`config.mk`:
```
export PLATFORM = sky130hd
export DESIGN_NAME = map_147
export DESIGN_NICKNAME = d
export VERILOG_FILES = /design/src/verilog/cart_pkg.sv /design/src/verilog/bus_pkg.sv /design/src/verilog/map_147.sv
export SDC_FILE = /design/constraint.sdc
export NUM_CORES = 1
export LEC_CHECK = 0
export ABC_AREA = 1
export BUFFER_PORTS_ARGS = -buffer_cell sky130_fd_sc_hd__buf_4
export CAP_MARGIN = 20
export CELL_PAD_IN_SITES_DETAIL_PLACEMENT = 1
export CELL_PAD_IN_SITES_GLOBAL_PLACEMENT = 1
export CORE_AREA = 2 2 84 102
export DETAILED_ROUTE_END_ITERATION = 10
export DIE_AREA = 0 0 86 104
export PLACE_DENSITY_LB_ADDON = 0.08
export SLEW_MARGIN = 40
export SYNTH_ARGS = -nofsm -noshare
export SYNTH_HDL_FRONTEND = slang
export SYNTH_SLANG_ARGS = --single-unit
```
`constraint.sdc`:
```
create_clock -name m2 -period 1.3 [get_ports m2]
set_input_delay 0.13 -clock m2 [delete_from_list [all_inputs] [get_ports m2]]
set_output_delay 0.13 -clock m2 [all_outputs]
set_load 0.05 [all_outputs]
```
`src/verilog/cart_pkg.sv`:
```
package cart_pkg;

	// cartridge configuration as set up by the loader before reset is released
	typedef struct packed {
		logic [7:0] map_idx;	// iNES mapper number
		logic       mir_v;		// 1 selects vertical mirroring, 0 horizontal
		logic       chr_ram;	// CHR is RAM and may be written by the PPU
	} cfg_t;

	// mapper identity and its single register
	localparam logic [7:0]  MAP_IDX_147  = 8'd147;
	localparam logic [15:0] MAP_REG_ADDR = 16'h4102;	// full decode, no mirrors

	// save-state slot map for this mapper
	localparam logic [7:0] SST_SLOT_MAP = 8'd0;		// bank register
	localparam logic [7:0] SST_SLOT_IDX = 8'd127;	// mapper index, read only
	localparam int         SST_SLOTS    = 2;		// slots walked per snapshot

	// both memories span 128 KB
	localparam int PRG_AW = 17;	// four 32 KB PRG banks
	localparam int CHR_AW = 17;	// sixteen 8 KB CHR banks

	// save-state engine sequencer
	typedef enum logic [1:0] {
		idle,			// waiting for save or restore
		save_slot,		// reading one slot from the mapper
		restore_slot,	// writing one slot back to the mapper
		finish			// one cycle to report done
	} sst_state_e;

endpackage

```
`src/verilog/bus_pkg.sv`:
```
package bus_pkg;

	// CPU side of the cartridge edge
	typedef struct packed {
		logic [15:0] addr;
		logic [7:0]  data;	// data written by the CPU
		logic        rw;	// high for a read cycle
		logic        m2;	// phi2 as seen on the edge connector
	} cpu_bus_t;

	// PPU side, the strobes are active low as on the real pins
	typedef struct packed {
		logic [13:0] addr;
		logic [7:0]  data;	// data written by the PPU
		logic        oe;	// read strobe, active low
		logic        we;	// write strobe, active low
	} ppu_bus_t;

	// one memory port as driven by a mapper, all strobes active high
	typedef struct packed {
		logic                        ce;
		logic                        oe;
		logic                        we;
		logic [cart_pkg::PRG_AW-1:0] addr;	// PRG and CHR share the same width
		logic [7:0]                  dati;	// write data into the memory
	} mem_ctrl_t;

	// save-state port between the engine and a mapper
	typedef struct packed {
		logic       act;	// snapshot in progress, CPU writes are blocked
		logic       we_reg;	// write dato into the slot at addr
		logic [7:0] addr;	// slot number
		logic [7:0] dato;	// value restored into the slot
	} sst_bus_t;

	// everything a mapper sees
	typedef struct packed {
		cpu_bus_t       cpu;
		ppu_bus_t       ppu;
		cart_pkg::cfg_t cfg;
		sst_bus_t       sst;
		logic [7:0]     prg_do;	// PRG read data
		logic [7:0]     chr_do;	// CHR read data
		logic [7:0]     srm_do;	// save RAM read data
	} map_in_t;

	// everything a mapper drives
	typedef struct packed {
		mem_ctrl_t  prg;
		mem_ctrl_t  chr;
		mem_ctrl_t  srm;
		logic       map_cpu_oe;	// cartridge drives the CPU data bus
		logic [7:0] map_cpu_do;
		logic       map_ppu_oe;	// cartridge drives the PPU data bus
		logic [7:0] map_ppu_do;
		logic       ciram_a10;	// nametable page select
		logic       ciram_ce;	// CIRAM enable, active low like the console pin
		logic       irq;		// active high request to the CPU
		logic [7:0] sst_di;		// slot value read back by the engine
	} map_out_t;

endpackage

```
`src/verilog/map_147.sv`:
```
`timescale 1ns/1ps

module map_147 (
	input  logic              m2,
	input  logic              arst_n,
	input  bus_pkg::map_in_t  mai,
	output bus_pkg::map_out_t mao
);

	bus_pkg::cpu_bus_t  cpu;
	bus_pkg::ppu_bus_t  ppu;
	cart_pkg::cfg_t     cfg;
	bus_pkg::sst_bus_t  sst;
	bus_pkg::mem_ctrl_t prg;
	bus_pkg::mem_ctrl_t chr;
	bus_pkg::mem_ctrl_t srm;
	logic               ciram_ce;
	logic [7:0]         bank;	// the one latch of this board

	// unpack the incoming bundle so the decode below reads like the board
	assign cpu = mai.cpu;
	assign ppu = mai.ppu;
	assign cfg = mai.cfg;
	assign sst = mai.sst;

	// A13 low means pattern table, high means nametable in CIRAM
	assign ciram_ce = !ppu.addr[13];	// active low, so CIRAM is on when A13 is set

	always_comb
	begin
		// PRG ROM sits at $8000-$FFFF, bank from bits 7 and 2
		prg.ce   = cpu.addr[15];
		prg.oe   = cpu.rw;
		prg.we   = 1'b0;	// ROM
		prg.addr = {bank[7], bank[2], cpu.addr[14:0]};
		prg.dati = cpu.data;

		// CHR gets the low 8 KB of PPU space, bank from bits 6 to 3
		chr.ce   = !ppu.addr[13];
		chr.oe   = !ppu.oe;
		chr.we   = cfg.chr_ram & !ppu.we & !ppu.addr[13];	// only RAM boards take writes
		chr.addr = {bank[6:3], ppu.addr[12:0]};
		chr.dati = ppu.data;

		// there is no save RAM on this board
		srm.ce   = 1'b0;
		srm.oe   = 1'b0;
		srm.we   = 1'b0;
		srm.addr = {4'd0, cpu.addr[12:0]};
		srm.dati = cpu.data;
	end

	always_comb
	begin
		mao.prg = prg;
		mao.chr = chr;
		mao.srm = srm;

		// nothing internal is readable, so the CPU sees only memory
		mao.map_cpu_oe = (srm.ce & srm.oe) | (prg.ce & prg.oe);
		mao.map_cpu_do = srm.ce ? mai.srm_do : mai.prg_do;
		mao.map_ppu_oe = chr.ce & chr.oe;
		mao.map_ppu_do = mai.chr_do;

		// vertical mirroring pages on A10, horizontal on A11
		mao.ciram_a10 = cfg.mir_v ? ppu.addr[10] : ppu.addr[11];
		mao.ciram_ce  = ciram_ce;
		mao.irq       = 1'b0;

		// slot readback, unknown slots float high like an open bus
		if (sst.addr == cart_pkg::SST_SLOT_MAP)
			mao.sst_di = bank;
		else if (sst.addr == cart_pkg::SST_SLOT_IDX)
			mao.sst_di = cfg.map_idx;
		else
			mao.sst_di = 8'hff;
	end

	// the latch is clocked at the end of the CPU cycle when data is stable
	always_ff @(negedge m2 or negedge arst_n)
	begin
		if (!arst_n)
			bank <= '0;
		else if (sst.act)
		begin
			// the save-state port owns the register for the whole snapshot
			if (sst.we_reg && sst.addr == cart_pkg::SST_SLOT_MAP)
				bank <= sst.dato;
		end
		else if (!cpu.rw && cpu.addr == cart_pkg::MAP_REG_ADDR)
			bank <= cpu.data;
	end

	// a stray save RAM enable would fight the console on $6000-$7FFF
	a_srm_off : assert property (@(posedge m2) disable iff (!arst_n) !mao.srm.ce);

	// pattern writes must never reach a ROM-based board
	a_chr_rom_ro : assert property (@(posedge m2) disable iff (!arst_n)
		!mai.cfg.chr_ram |-> !mao.chr.we);

endmodule

```
* Word-level counts from Yosys, hierarchy flattened *
Index checks and enable logic that the tools add are counted.

word-level totals
  input port bits = 104
  flip-flop bits (word level) = 8
  output and inout bits = 113

operators by class
  reduce and logical (&&, ||, !) cells = 9
  multiplexer cells = 6
  eq/ne operators = 3
  bitwise gates (word level) = 4

operators by type and width
  operator              number
  $mux 8                5
  $eq 16x15->1 const B  1
  $eq 8x7->1 const B    1
  $logic_not 8->1       1
  $and 1x1->1           4
  $logic_not 1->1       4
  $logic_and 1x1->1     2
  $ne 2x1->1 const B    1
  $reduce_and 2->1      1
  $reduce_bool 2->1     1
  $mux 1                1

* Logic depth before layout (Yosys ltp) *
  word-level depth = 4
  mapped depth = 8
  depth with buffers taken out = 8

==> results.tsv <==
metric	value	unit
hpwlAfterDp	3.842	mm
clockBufferDepth	2	
hold_violations	0	
pwr_density_cell	595.3	nW/µm²
dpl_cell_area	2181	µm²
clk_root_buffer_cell	clkbuf_8	
portBuffers	128	
grt_overflow_total	0	
synth_area_leaders	buf_4 (49%), dfrtn_1 (13%), nand2_1 (8.1%)	
status	finished, violations left	
hold_ws	0.2335	ns
skew	0	ns
largestRegisters	bank: 8 flops	
vias_per_cell	3.794	
p_total	0.001471	W
dr_wl_met3	450	µm
rrSetupSlack	0.33	ns
path_max_fanout	3	
cts_max_level	1	
finalMaxSlewViolations	0	
synth_area	1536	µm²
grtUsageTotal	0.09576	
finalInstanceArea	2471	µm²
grt_max_degree	17	
coreArea	7973	µm²
ys_warn_count	0	
grt_pass1_vias	1466	
diodes	0	
setup-violations-final	22	
end_kind	output port	
layout-area-overhead-vs-synth	60.83	%
drive_above_1_share	0.7703	
largest_reg_flops	8	
fp-row-count	36	
cts_buffers	3	
worst-setup-path-type	reg2out	
ir_drop	0.3146	mV
drt-met1-wl	1.517	mm
synthCells	208	
pre_cts_slack	-0.4564	ns
drtAntennaViolNets	0	
dr.pass1.iters	4	
p_leak	1.283	nW
clk_latency	0.25	ns
cap_violations	0	
failed_checks	setup timing	
routed_wl	4.476	mm
start_util	0.1927	
hold_path.class	in2async	
drt_first_iter_violations	27	
wl_per_cell	11.84	µm
startpoint_type	flop	
die_y	104	µm
avgSynthCellArea	7.387	µm²
critPathRequiredTime	1.17	ns
antenna_found_initial	0	
die_x	86	µm
ios	217	
vias	1434	
grt_pass1_wl	6.948	mm
layout_setup_ws	-0.4995	ns
cts_tree	done	
synth.yosys.seq_area_share	0.1303	
yosys.area.top_type	buf_4	
nNetsFinal	389	
ys_ff_latch	8	
critPathBufInv	1	
routed.top_layer	met4	
gp_congestion	0.6625	
wl_met2	2.433	mm
top_register	bank	
cts.clk_slew.worst_paths	0.03	ns
path_delay_family	flip-flops	
nFillCells	1005	
worstPathArrival	1.67	ns
synth.distinct_cells	22	
drc	0	
die_area	8944	µm²
critical-path-max-stage-delay	0.45	ns
crit_slowest_cell	dfrtn_1	
cts.sinks	8	
rsz0062_at_grt	true	
crit_chain	nand2_2, o21ai_4, buf_6	
synthDominantCellAreaShare	0.4886	
[repair_timing]
| item | 4_1_cts | 5_1_grt |
|---|---|---|
| cloned | 1 | 0 |
| pin swaps | 5 | 1 |
| gates resized for setup | 44 | 3 |
| hold buffers | 0 | 0 |
| buffers inserted | 5 | 3 |
| setup endpoints to repair | 22 | 22 |
[where the power goes]
| group | switching, W | internal, W |
|---|---|---|
| clock network | 0.0000967 | 0.000201 |
| registers | 0.00000591 | 0.000259 |
| logic | 0.000556 | 0.000353 |
[kinds of logic (layout without fill, tap and decap cells)]
group,count (synthesis),in the layout,synth area share
simple gates,71,72,0.2500
buf+inv,111,177,0.5252
compound gates,8,8,0.02606
mux,9,9,0.06596
other cells,1,9,0.002441
flops,8,8,0.1303
[synth_stat cells (all sizes together)]
cell	count
buf	102
nand2	35
inv	8
clkinv	1
or2	1
mux2	9
o21ai	8
nor3	2
nand3	11
conb	1
nor3b	2
nor2	20
dfrtn	8
[layout make-up]
cell class	instances	area (µm²)	area share
clock buffers	3	41.29	0.01671
multi-input cells	98	719.4	0.2911
flip-flops and latches	8	200.2	0.08101
repair buffers	165	1358	0.5494
well taps	95	118.9	0.04810
inverters	9	33.78	0.01367
[final timing paths]
path,start,end,cells after the start
max reg2reg,bank[4]$_DFFE_NN0P_,bank[4]$_DFFE_NN0P_,5
min,arst_n,bank[3]$_DFFE_NN0P_,1
max,bank[3]$_DFFE_NN0P_,mao[3],3
min in group m2,mai[18],mao[22],0
max in group asynchronous,arst_n,bank[5]$_DFFE_NN0P_,1
min reg2reg,bank[1]$_DFFE_NN0P_,bank[1]$_DFFE_NN0P_,3
[per-layer routing]
layer,GRT usage,up-vias
met2,0.1777,78
li1,-,692
met1,0.1010,646
met4,0.02948,0
met3,0.02857,18
met5,0,-
[layout by cell type, fill, tap and decap left out, types with 2 or more instances in the layout]
master,count
mux2_2,9
o21ai_4,2
dfrtn_1,8
conb_1,9
clkbuf_8,3
nand2_1,26
buf_8,6
nor2_2,2
nand3_2,9
inv_1,7
nand3_4,3
nor2_1,12
buf_4,144
nor2_4,5
buf_12,2
o21ai_2,6
nand2_2,7
buf_6,13
[stage by stage]
step	instances	TNS, ns	util
after floorplan	216	-3.849	-
after global placement	366	-6.758	0.2735
after detailed placement	366	-6.707	0.2735
after CTS	375	-7.762	0.3059
after global routing	378	-8.447	0.3100
final	378	-7.346	0.3100
No activity file was read; power rests on OpenSTA's default activity.
