==> config.mk <==
export PLATFORM = sky130hd
export DESIGN_NAME = sst_engine
export DESIGN_NICKNAME = d
export VERILOG_FILES = /design/src/verilog/cart_pkg.sv /design/src/verilog/bus_pkg.sv /design/src/verilog/sst_engine.sv
export SDC_FILE = /design/constraint.sdc
export NUM_CORES = 1
export LEC_CHECK = 0
export ABC_CLOCK_PERIOD_IN_PS = 4190
export BUFFER_PORTS_ARGS = -buffer_cell sky130_fd_sc_hd__buf_2
export CORE_UTILIZATION = 50
export CTS_BUF_LIST = sky130_fd_sc_hd__clkbuf_8 sky130_fd_sc_hd__clkbuf_16
export DETAILED_ROUTE_END_ITERATION = 12
export HOLD_SLACK_MARGIN = 0.08
export MAX_ROUTING_LAYER = met4
export PLACE_DENSITY = 0.81
export SLEW_MARGIN = 40
export SYNTH_ARGS = -nofsm -noshare
export SYNTH_HDL_FRONTEND = slang
export SYNTH_SLANG_ARGS = --single-unit
==> constraint.sdc <==
create_clock -name m2 -period 4.19 [get_ports m2]
set_input_delay 1.257 -clock m2 [delete_from_list [all_inputs] [get_ports m2]]
set_output_delay 1.257 -clock m2 [all_outputs]
set_load 0.02 [all_outputs]
==> src/verilog/cart_pkg.sv <==
package cart_pkg;

	// cartridge configuration as set up by the loader before reset is released
	typedef struct packed {
		logic [7:0] map_idx;	// iNES mapper number
		logic       mir_v;		// 1 selects vertical mirroring, 0 horizontal
		logic       chr_ram;	// CHR is RAM and may be written by the PPU
	} cfg_t;

	// mapper identity and its single register
	localparam logic [7:0]  MAP_IDX_147  = 8'd147;
	localparam logic [15:0] MAP_REG_ADDR = 16'h4102;	// full decode, no mirrors

	// save-state slot map for this mapper
	localparam logic [7:0] SST_SLOT_MAP = 8'd0;		// bank register
	localparam logic [7:0] SST_SLOT_IDX = 8'd127;	// mapper index, read only
	localparam int         SST_SLOTS    = 2;		// slots walked per snapshot

	// both memories span 128 KB
	localparam int PRG_AW = 17;	// four 32 KB PRG banks
	localparam int CHR_AW = 17;	// sixteen 8 KB CHR banks

	// save-state engine sequencer
	typedef enum logic [1:0] {
		idle,			// waiting for save or restore
		save_slot,		// reading one slot from the mapper
		restore_slot,	// writing one slot back to the mapper
		finish			// one cycle to report done
	} sst_state_e;

endpackage

==> src/verilog/bus_pkg.sv <==
package bus_pkg;

	// CPU side of the cartridge edge
	typedef struct packed {
		logic [15:0] addr;
		logic [7:0]  data;	// data written by the CPU
		logic        rw;	// high for a read cycle
		logic        m2;	// phi2 as seen on the edge connector
	} cpu_bus_t;

	// PPU side, the strobes are active low as on the real pins
	typedef struct packed {
		logic [13:0] addr;
		logic [7:0]  data;	// data written by the PPU
		logic        oe;	// read strobe, active low
		logic        we;	// write strobe, active low
	} ppu_bus_t;

	// one memory port as driven by a mapper, all strobes active high
	typedef struct packed {
		logic                        ce;
		logic                        oe;
		logic                        we;
		logic [cart_pkg::PRG_AW-1:0] addr;	// PRG and CHR share the same width
		logic [7:0]                  dati;	// write data into the memory
	} mem_ctrl_t;

	// save-state port between the engine and a mapper
	typedef struct packed {
		logic       act;	// snapshot in progress, CPU writes are blocked
		logic       we_reg;	// write dato into the slot at addr
		logic [7:0] addr;	// slot number
		logic [7:0] dato;	// value restored into the slot
	} sst_bus_t;

	// everything a mapper sees
	typedef struct packed {
		cpu_bus_t       cpu;
		ppu_bus_t       ppu;
		cart_pkg::cfg_t cfg;
		sst_bus_t       sst;
		logic [7:0]     prg_do;	// PRG read data
		logic [7:0]     chr_do;	// CHR read data
		logic [7:0]     srm_do;	// save RAM read data
	} map_in_t;

	// everything a mapper drives
	typedef struct packed {
		mem_ctrl_t  prg;
		mem_ctrl_t  chr;
		mem_ctrl_t  srm;
		logic       map_cpu_oe;	// cartridge drives the CPU data bus
		logic [7:0] map_cpu_do;
		logic       map_ppu_oe;	// cartridge drives the PPU data bus
		logic [7:0] map_ppu_do;
		logic       ciram_a10;	// nametable page select
		logic       ciram_ce;	// CIRAM enable, active low like the console pin
		logic       irq;		// active high request to the CPU
		logic [7:0] sst_di;		// slot value read back by the engine
	} map_out_t;

endpackage

==> src/verilog/sst_engine.sv <==
`timescale 1ns/1ps

module sst_engine (
	input  logic              m2,
	input  logic              arst_n,
	input  logic              save,		// one cycle request
	input  logic              restore,	// one cycle request
	input  logic [7:0]        sst_di,	// slot value from the mapper
	output bus_pkg::sst_bus_t sst,
	output logic              busy,
	output logic              done,
	output logic [7:0]        snap_map	// slot 0 of the stored snapshot
);

	cart_pkg::sst_state_e                     state;
	logic [$clog2(cart_pkg::SST_SLOTS)-1:0]   slot_idx;	// position in the slot walk
	logic [7:0]                               snap [cart_pkg::SST_SLOTS];
	logic                                     last_slot;

	assign last_slot = (slot_idx == cart_pkg::SST_SLOTS - 1);

	// the sequencer runs on the same edge the mapper latches on, so a restored
	// value lands in the register in the cycle its slot is presented
	always_ff @(negedge m2 or negedge arst_n)
	begin
		if (!arst_n)
		begin
			state    <= cart_pkg::idle;
			slot_idx <= '0;
			for (int i = 0; i < cart_pkg::SST_SLOTS; i++)
				snap[i] <= '0;
		end
		else
		begin
			case (state)
				cart_pkg::idle:
				begin
					slot_idx <= '0;
					if (save)	// save wins if both arrive together
						state <= cart_pkg::save_slot;
					else if (restore)
						state <= cart_pkg::restore_slot;
				end
				cart_pkg::save_slot:
				begin
					snap[slot_idx] <= sst_di;	// mapper answers combinationally
					if (last_slot)
						state <= cart_pkg::finish;
					else
						slot_idx <= slot_idx + 1'b1;
				end
				cart_pkg::restore_slot:
				begin
					if (last_slot)
						state <= cart_pkg::finish;
					else
						slot_idx <= slot_idx + 1'b1;
				end
				default:
					state <= cart_pkg::idle;	// finish lasts one cycle
			endcase
		end
	end

	// slot index to slot number, the walk visits the bank register then the id
	always_comb
	begin
		sst.act    = (state == cart_pkg::save_slot) || (state == cart_pkg::restore_slot);
		sst.we_reg = (state == cart_pkg::restore_slot);
		sst.addr   = (slot_idx == '0) ? cart_pkg::SST_SLOT_MAP : cart_pkg::SST_SLOT_IDX;
		sst.dato   = snap[slot_idx];	// the mapper drops the write to the id slot
	end

	assign busy     = (state != cart_pkg::idle);	// new requests are dropped while high
	assign done     = (state == cart_pkg::finish);
	assign snap_map = snap[0];

	// every restore write belongs to a walk that ends in done within the slot count
	a_restore_in_walk : assert property (@(negedge m2) disable iff (!arst_n)
		sst.we_reg |-> busy ##[1:cart_pkg::SST_SLOTS] done);

endmodule
**After elaboration in Yosys (flattened, before gate mapping)**

Cells that the tools add are included.
W data, S select, Z words.

- $add $sub $neg: 1
- Multipliers: 0
- Div/mod/pow operators: 0
- $lt $le $gt $ge: 2
- Equality and inequality tests: 5
- Shift operators: 0
- Mux-type cells: 13
- Bitwise operators: 1
- Reduce and logical (&&, ||, !) cells: 7

Operators with widths:

| operator | number |
|---|---|
| $mux W8 | 4 |
| $bwmux W16 | 1 |
| $demux W8 S1 | 1 |
| $mux W7 | 1 |
| $mux W2 | 3 |
| $eq A2 B2 Y1 const B | 2 |
| $pmux W2 S2 | 1 |
| $reduce_bool A2 Y1 | 2 |
| $ne A3 B3 Y1 const B | 1 |
| $eq A2 B1 Y1 const B | 1 |
| $ge A2 B2 Y1 const B | 1 |
| $logic_not A2 Y1 | 1 |
| $lt A2 B1 Y1 const B | 1 |
| $ne A2 B1 Y1 const B | 1 |
| $not A1 Y2 | 1 |
| $pmux W1 S2 | 1 |
| $reduce_and A2 Y1 | 1 |
| $reduce_or A2 Y1 | 1 |
| $add A1 B1 Y1 const B | 1 |
| $logic_and A1 B1 Y1 | 1 |
| $logic_or A1 B1 Y1 | 1 |
| $mux W1 | 1 |

- Register bits: 19
- Bits in latches: 0
- RAM bits: 0
- Bits in read-only memories: 0
- Output and inout port bits: 28
- Memories kept: 0

**Longest topological paths before layout**

Gate-level depths: netlist of the first run.

- Depth after elaboration: 6
- Gate-level depth with buffers: 5
- Depth with buffers taken out: 5

==> results of run 1 <==
==> cells by family after synthesis <==
group           share of synthesized area (%)
other cells                             0.361
simple gates                             3.01
flops                                    45.7
mux                                      28.2
buf+inv                                  14.4
fa+ha+maj                                6.02
compound gates                           2.29
==> cell type report <==
cell class | instances | area (um2)
Tap cell | 27 | 33.8
Sequential cell | 19 | 475
Timing Repair Buffer | 50 | 440
Inverter | 4 | 15.0
Clock inverter | 1 | 5.00
Fill cell | 127 | 469
Multi-Input combinational cell | 41 | 482
Clock buffer | 3 | 41.3
==> registers in the layout, summed over array words and instances (netlist names) <==
signal	cells
snap	8
snap_map	8
state	2
last_slot	1
==> critical path, delay by kind of cell, from the launching register on <==
family   cells  cell delay, ns
buf+inv      2            0.30
flops        1            0.46
mux          1            0.29
==> metal layers <==
layer / routed length, um / vias to the layer above
li1: - / 329
met1: 820 / 338
met2: 1190 / 27
met3: 101 / 8
met4: 80 / 0
met5: 0 / -
==> worst min path at each step <==
stage	slack (ns)	endpoint	startpoint
3_3_place_gp	0.45	snap[1]	snap[1]
4_1_cts	0.46	snap[5]	snap[5]
5_1_grt	0.48	snap[5]	snap[5]
3_5_place_dp	0.46	snap[5]	snap[5]
6_report	0.46	snap[5]	snap[5]
2_1_floorplan	0.44	snap[0]	snap[0]
==> cells in the final DEF, fill, tap and decap left out, drive strengths merged <==
cell,synthesis,routed
a21oi,2,2
buf,18,50
clkbuf,0,3
clkinv,0,1
conb,1,1
dfrtn,19,19
ha,5,5
inv,4,4
mux2,26,26
nand2,2,2
nand2b,1,1
nor2,1,1
nor2b,1,1
o21ai,1,1
o22a,1,1
==> timing repair <==
item	in CTS	in global routing
pin swaps	0	1
endpoints found under the hold margin	0	0
gates resized for setup	54	0
buffers inserted	4	1
endpoints found under the setup margin	27	27
==> stage by stage <==
stage | worst slack [ns] | std cells
global placement | -0.195 | 136
floorplan | -0.234 | 82
finish | -0.485 | 145
global route | -0.518 | 145
detailed placement | -0.223 | 136
CTS | -0.485 | 144
==> metrics.cfg, run 1 <==
[sta]
hold_viol=0
layout_setup_ws_ns=-0.485
slew_headroom_pct=48.1
maxSlewViolCount=0
setup_tns_ns=-7.40
rsz0062_at_grt=yes
skew_ns=0.00571
fin_hold_ws_ns=0.458
setup_viol=25
worstMarginPinSlew_ns=0.777

[yosys]
syn_nets=99
netlist_area_um2=1040
synthTopCellsByCount=mux2_2 (26), dfrtn_1 (19), buf_4 (18)
synth_top_area_cell=dfrtn_1
syn_inst=82
avgSynthCellArea_um2=12.7
synth-async-reset-ratio_pct=100
synth_warnings=0
ys_seq_elements=19
ys_seq_area_share_pct=45.7
synth_top_area_share_pct=45.7
synthFlopType=dfrtn_1
synth_edf_count=0
synth_most_common_cell=mux2_2
yosys-top-cells-area=dfrtn_1 (46%), mux2_2 (28%), buf_4 (13%), ha_1 (6.0%), inv_1 (1.4%)
ys_types=14

[clock_network]
cts_max_path_buffers=2
cts_buffers=3
clkTransAtPathRegs_ns=0.05
ctsHtreeMaxLevel=1
root_buffer=clkbuf_8
clock_latency_ns=0.27
ctsHoldBuffers=0
cts_tree=yes
clock-sinks=19

[global_route]
use_met3_pct=7.55
busiest_layer=met2
grt_max_degree=20
grt_use_met1_pct=22.7
grtUsageTotal_pct=22.2
grt_pass1_vias=672
gr-total-overflow=0
antenna_found_initial=0
gr-usage-met2_pct=37.5
grt_pass1_wl_um=3130

[critical_path]
crit_path_end_kind=primary output
arrival_ns=3.42
path_max_fanout=2
cp_data_required_time_ns=2.93
reg2reg_setup_slack_ns=2.10
r2r-end=snap_map[1]
r2r_cells=5
critPathMaxStageDelay_ns=0.46
critical_path_class=flip-flop to primary output
critPathLaunch=last_slot
cp-start-kind=flip-flop
reg2reg_from=state[0]
slowest_stage=dfrtn_1
cp_cell_sequence=buf_4, mux2_4, buf_2
crit_path_end=sst[5]

[placement]
place_area_um2=1240
portBuffers=38
place_hpwl_um=1310
gp_congestion=0.784

[final_layout]
post-route-util_pct=76.1
final_area_um2=1490
drive_gt1_share_pct=73.7
n_antenna_cell=0
syn_to_final_growth_pct=43.6
fin_nets=136

[floorplan]
io_pins=40
die_area_um2=2270
die-height_um=47.6
rows=16
start_util_pct=53.0
core_um2=1960
die_w_um=47.6

[drt]
vias=702
via_per_inst=4.84
wl_um=2190
first_iter_violations=2
drc=1
dr.pass1.iters=7
wl_per_cell_um=15.1
ant_nets=0

[status]
violations=DRC, setup timing
status=complete, but fails checks

[min_path]
hold_depth=1
hp-class=flip-flop to flip-flop

[job]
maxCapViolCount=0

Power of run 1 is not shown: default switching activity piles up to over one toggle a cycle in this logic, so the estimate is an artifact.
==> run 2, diff against run 1 <==
Settings changed: CORE_UTILIZATION 50 to 51, PLACE_DENSITY 0.81 to 0.83.
==> run 2 against run 1 <==
Effect of this change:
- the flow finishes with violations (setup timing)
- critical path type unchanged
- sequential share of layout area rose by 1.2 points
- via count fell by 0.71%
- sequential cell count stayed put
- largest cell class unchanged
- utilization rose by 2.9 points
- register-to-register slack hardly changed
- worst setup slack better by 0.013 ns
- highest routed layer unchanged
==> metrics.cfg, run 2 (synthesized netlist as in run 1, its figures left out) <==
[sta]
hold_viol=0  ; unchanged
slew_headroom_pct=50.2  ; was 48.1%
setup_viol=25  ; unchanged
skew_ns=0.00216  ; was 0.00571 ns
rsz0062_at_grt=yes  ; unchanged
worstMarginPinSlew_ns=0.746  ; was 0.777 ns
layout_setup_ws_ns=-0.472  ; was -0.485 ns
maxSlewViolCount=0  ; unchanged

[floorplan]
start_util_pct=57.1  ; was 53.0%
core_um2=1820  ; was 1960 um2
io_pins=40  ; unchanged
die_area_um2=2220  ; was 2270 um2
die_w_um=47.2  ; was 47.6 um
rows=15  ; was 16
die-height_um=47.2  ; was 47.6 um

[drt]
top_layer=met4  ; unchanged
wl_met2_um=1100  ; was 1190 um
drc=0  ; was 1
first_iter_violations=7  ; was 2
dr.pass1.iters=4  ; was 7
via_per_inst=4.84  ; about the same
vias=697  ; was 702
ant_nets=0  ; unchanged
wl_per_cell_um=13.4  ; was 15.1 um
wl_um=1930  ; was 2190 um
wl_met3_um=63  ; was 101 um
met1_length_um=759  ; was 820 um

[placement]
gp_congestion=0.663  ; was 0.784
portBuffers=38  ; unchanged
place_hpwl_um=1330  ; was 1310 um
place_area_um2=1240  ; unchanged
dp.cells=136  ; unchanged
place_ws_ns=-0.187  ; was -0.223 ns

[final_layout]
fin_nets=137  ; was 136
fillers=110  ; was 127
final_area_um2=1440  ; was 1490 um2
n_antenna_cell=0  ; unchanged
syn_to_final_growth_pct=38.3  ; was 43.6%
final_cell_mix=buf_2 (19), dfrtn_1 (19), mux2_2 (18), buf_4 (18), buf_6 (14)  ; was buf_6 (22), dfrtn_1 (19), mux2_2 (18)
layout.cells.non_filler=144  ; was 145
drive_gt1_share_pct=73.9  ; was 73.7%

[critical_path]
critPathLaunch=last_slot  ; unchanged
path_max_fanout=3  ; was 2
reg2reg_setup_slack_ns=2.09  ; was 2.10 ns
critical_path_class=flip-flop to primary output  ; unchanged
r2r-end=snap_map[7]  ; was snap_map[1]
arrival_ns=3.40  ; was 3.42 ns
cp-start-kind=flip-flop  ; unchanged
reg2reg_from=state[0]  ; unchanged
crit_path_end_kind=primary output  ; unchanged
cp_data_required_time_ns=2.93  ; about the same
r2r_cells=5  ; unchanged
crit_path_end=sst[0]  ; was sst[5]

[clock_network]
clock-sinks=19  ; unchanged
clkTransAtPathRegs_ns=0.05  ; about the same
ctsHoldBuffers=0  ; unchanged
root_buffer=clkbuf_8  ; unchanged
clock_latency_ns=0.27  ; about the same
ctsHtreeMaxLevel=1  ; unchanged
cts_tree=yes  ; unchanged
cts_buffers=3  ; unchanged
cts_max_path_buffers=2  ; unchanged

[global_route]
grt_pass1_vias=677  ; was 672
grtUsageTotal_pct=19.7  ; was 22.2%
gr-total-overflow=0  ; unchanged
grt_max_degree=20  ; unchanged
grt_pass1_wl_um=2840  ; was 3130 um
antenna_found_initial=0  ; unchanged

[status]
status=complete, but fails checks  ; unchanged
violations=setup timing  ; was DRC, setup timing

[job]
maxCapViolCount=0  ; unchanged

[min_path]
hp-class=flip-flop to flip-flop  ; unchanged

run 2: cell count changes in the layout (fill, tap and decap cells not counted), sizes merged:
cell and change:
buf +1
run 2: area by class of cell:
type | count | area, um2 | area share, %
Multi-Input combinational cell | 41 | 482 | 33.5
Sequential cell | 19 | 475 | 33.1
Tap cell | 25 | 31.3 | 2.18
Inverter | 4 | 15.0 | 1.04
Clock inverter | 1 | 5.00 | 0.348
Clock buffer | 3 | 41.3 | 2.87
Timing Repair Buffer | 51 | 388 | 27.0
run 2: worst min path at each step:
stage	startpoint	endpoint	slack, ns	cells past startpoint
2_1_floorplan	snap[0]	snap[0]	0.44	1
3_3_place_gp	snap[7]	snap[7]	0.45	1
3_5_place_dp	snap[5]	snap[5]	0.46	1
4_1_cts	snap[5]	snap[5]	0.46	1
5_1_grt	snap[3]	snap[3]	0.47	1
6_report	snap[5]	snap[5]	0.45	1
run 2: routing by layer:
| layer | vias to the layer above | GRT usage [%] |
|---|---|---|
| li1 | 331 | - |
| met1 | 338 | 21.5 |
| met2 | 26 | 36.4 |
| met3 | 2 | 1.15 |
| met4 | 0 | 8.57 |
| met5 | - | - |
run 2: worst max-delay path, stage by stage, from the launching register on:
cell and delay, ns:
dfrtn_1 0.43, buf_4 0.15, mux2_4 0.30, buf_2 0.16
run 2: stage by stage:
| step | setup TNS (ns) | util (%) | hold WS, ns |
|---|---|---|---|
| after global placement | -1.36 | 67.9 | 0.448 |
| after detailed placement | -1.73 | 67.9 | 0.456 |
| after floorplan | -1.87 | - | 0.440 |
| after global routing | -8.10 | 79.0 | 0.466 |
| after CTS | -6.92 | 78.6 | 0.456 |
| final | -6.83 | 79.0 | 0.454 |
run 2: repair_timing:
item,CTS,global route
endpoints found under the hold margin,0,0
setup buffers,3,1
resized for setup,39,0
endpoints found under the setup margin,27,27
pin swaps,0,1
Power of run 2 is left out for the same reason.
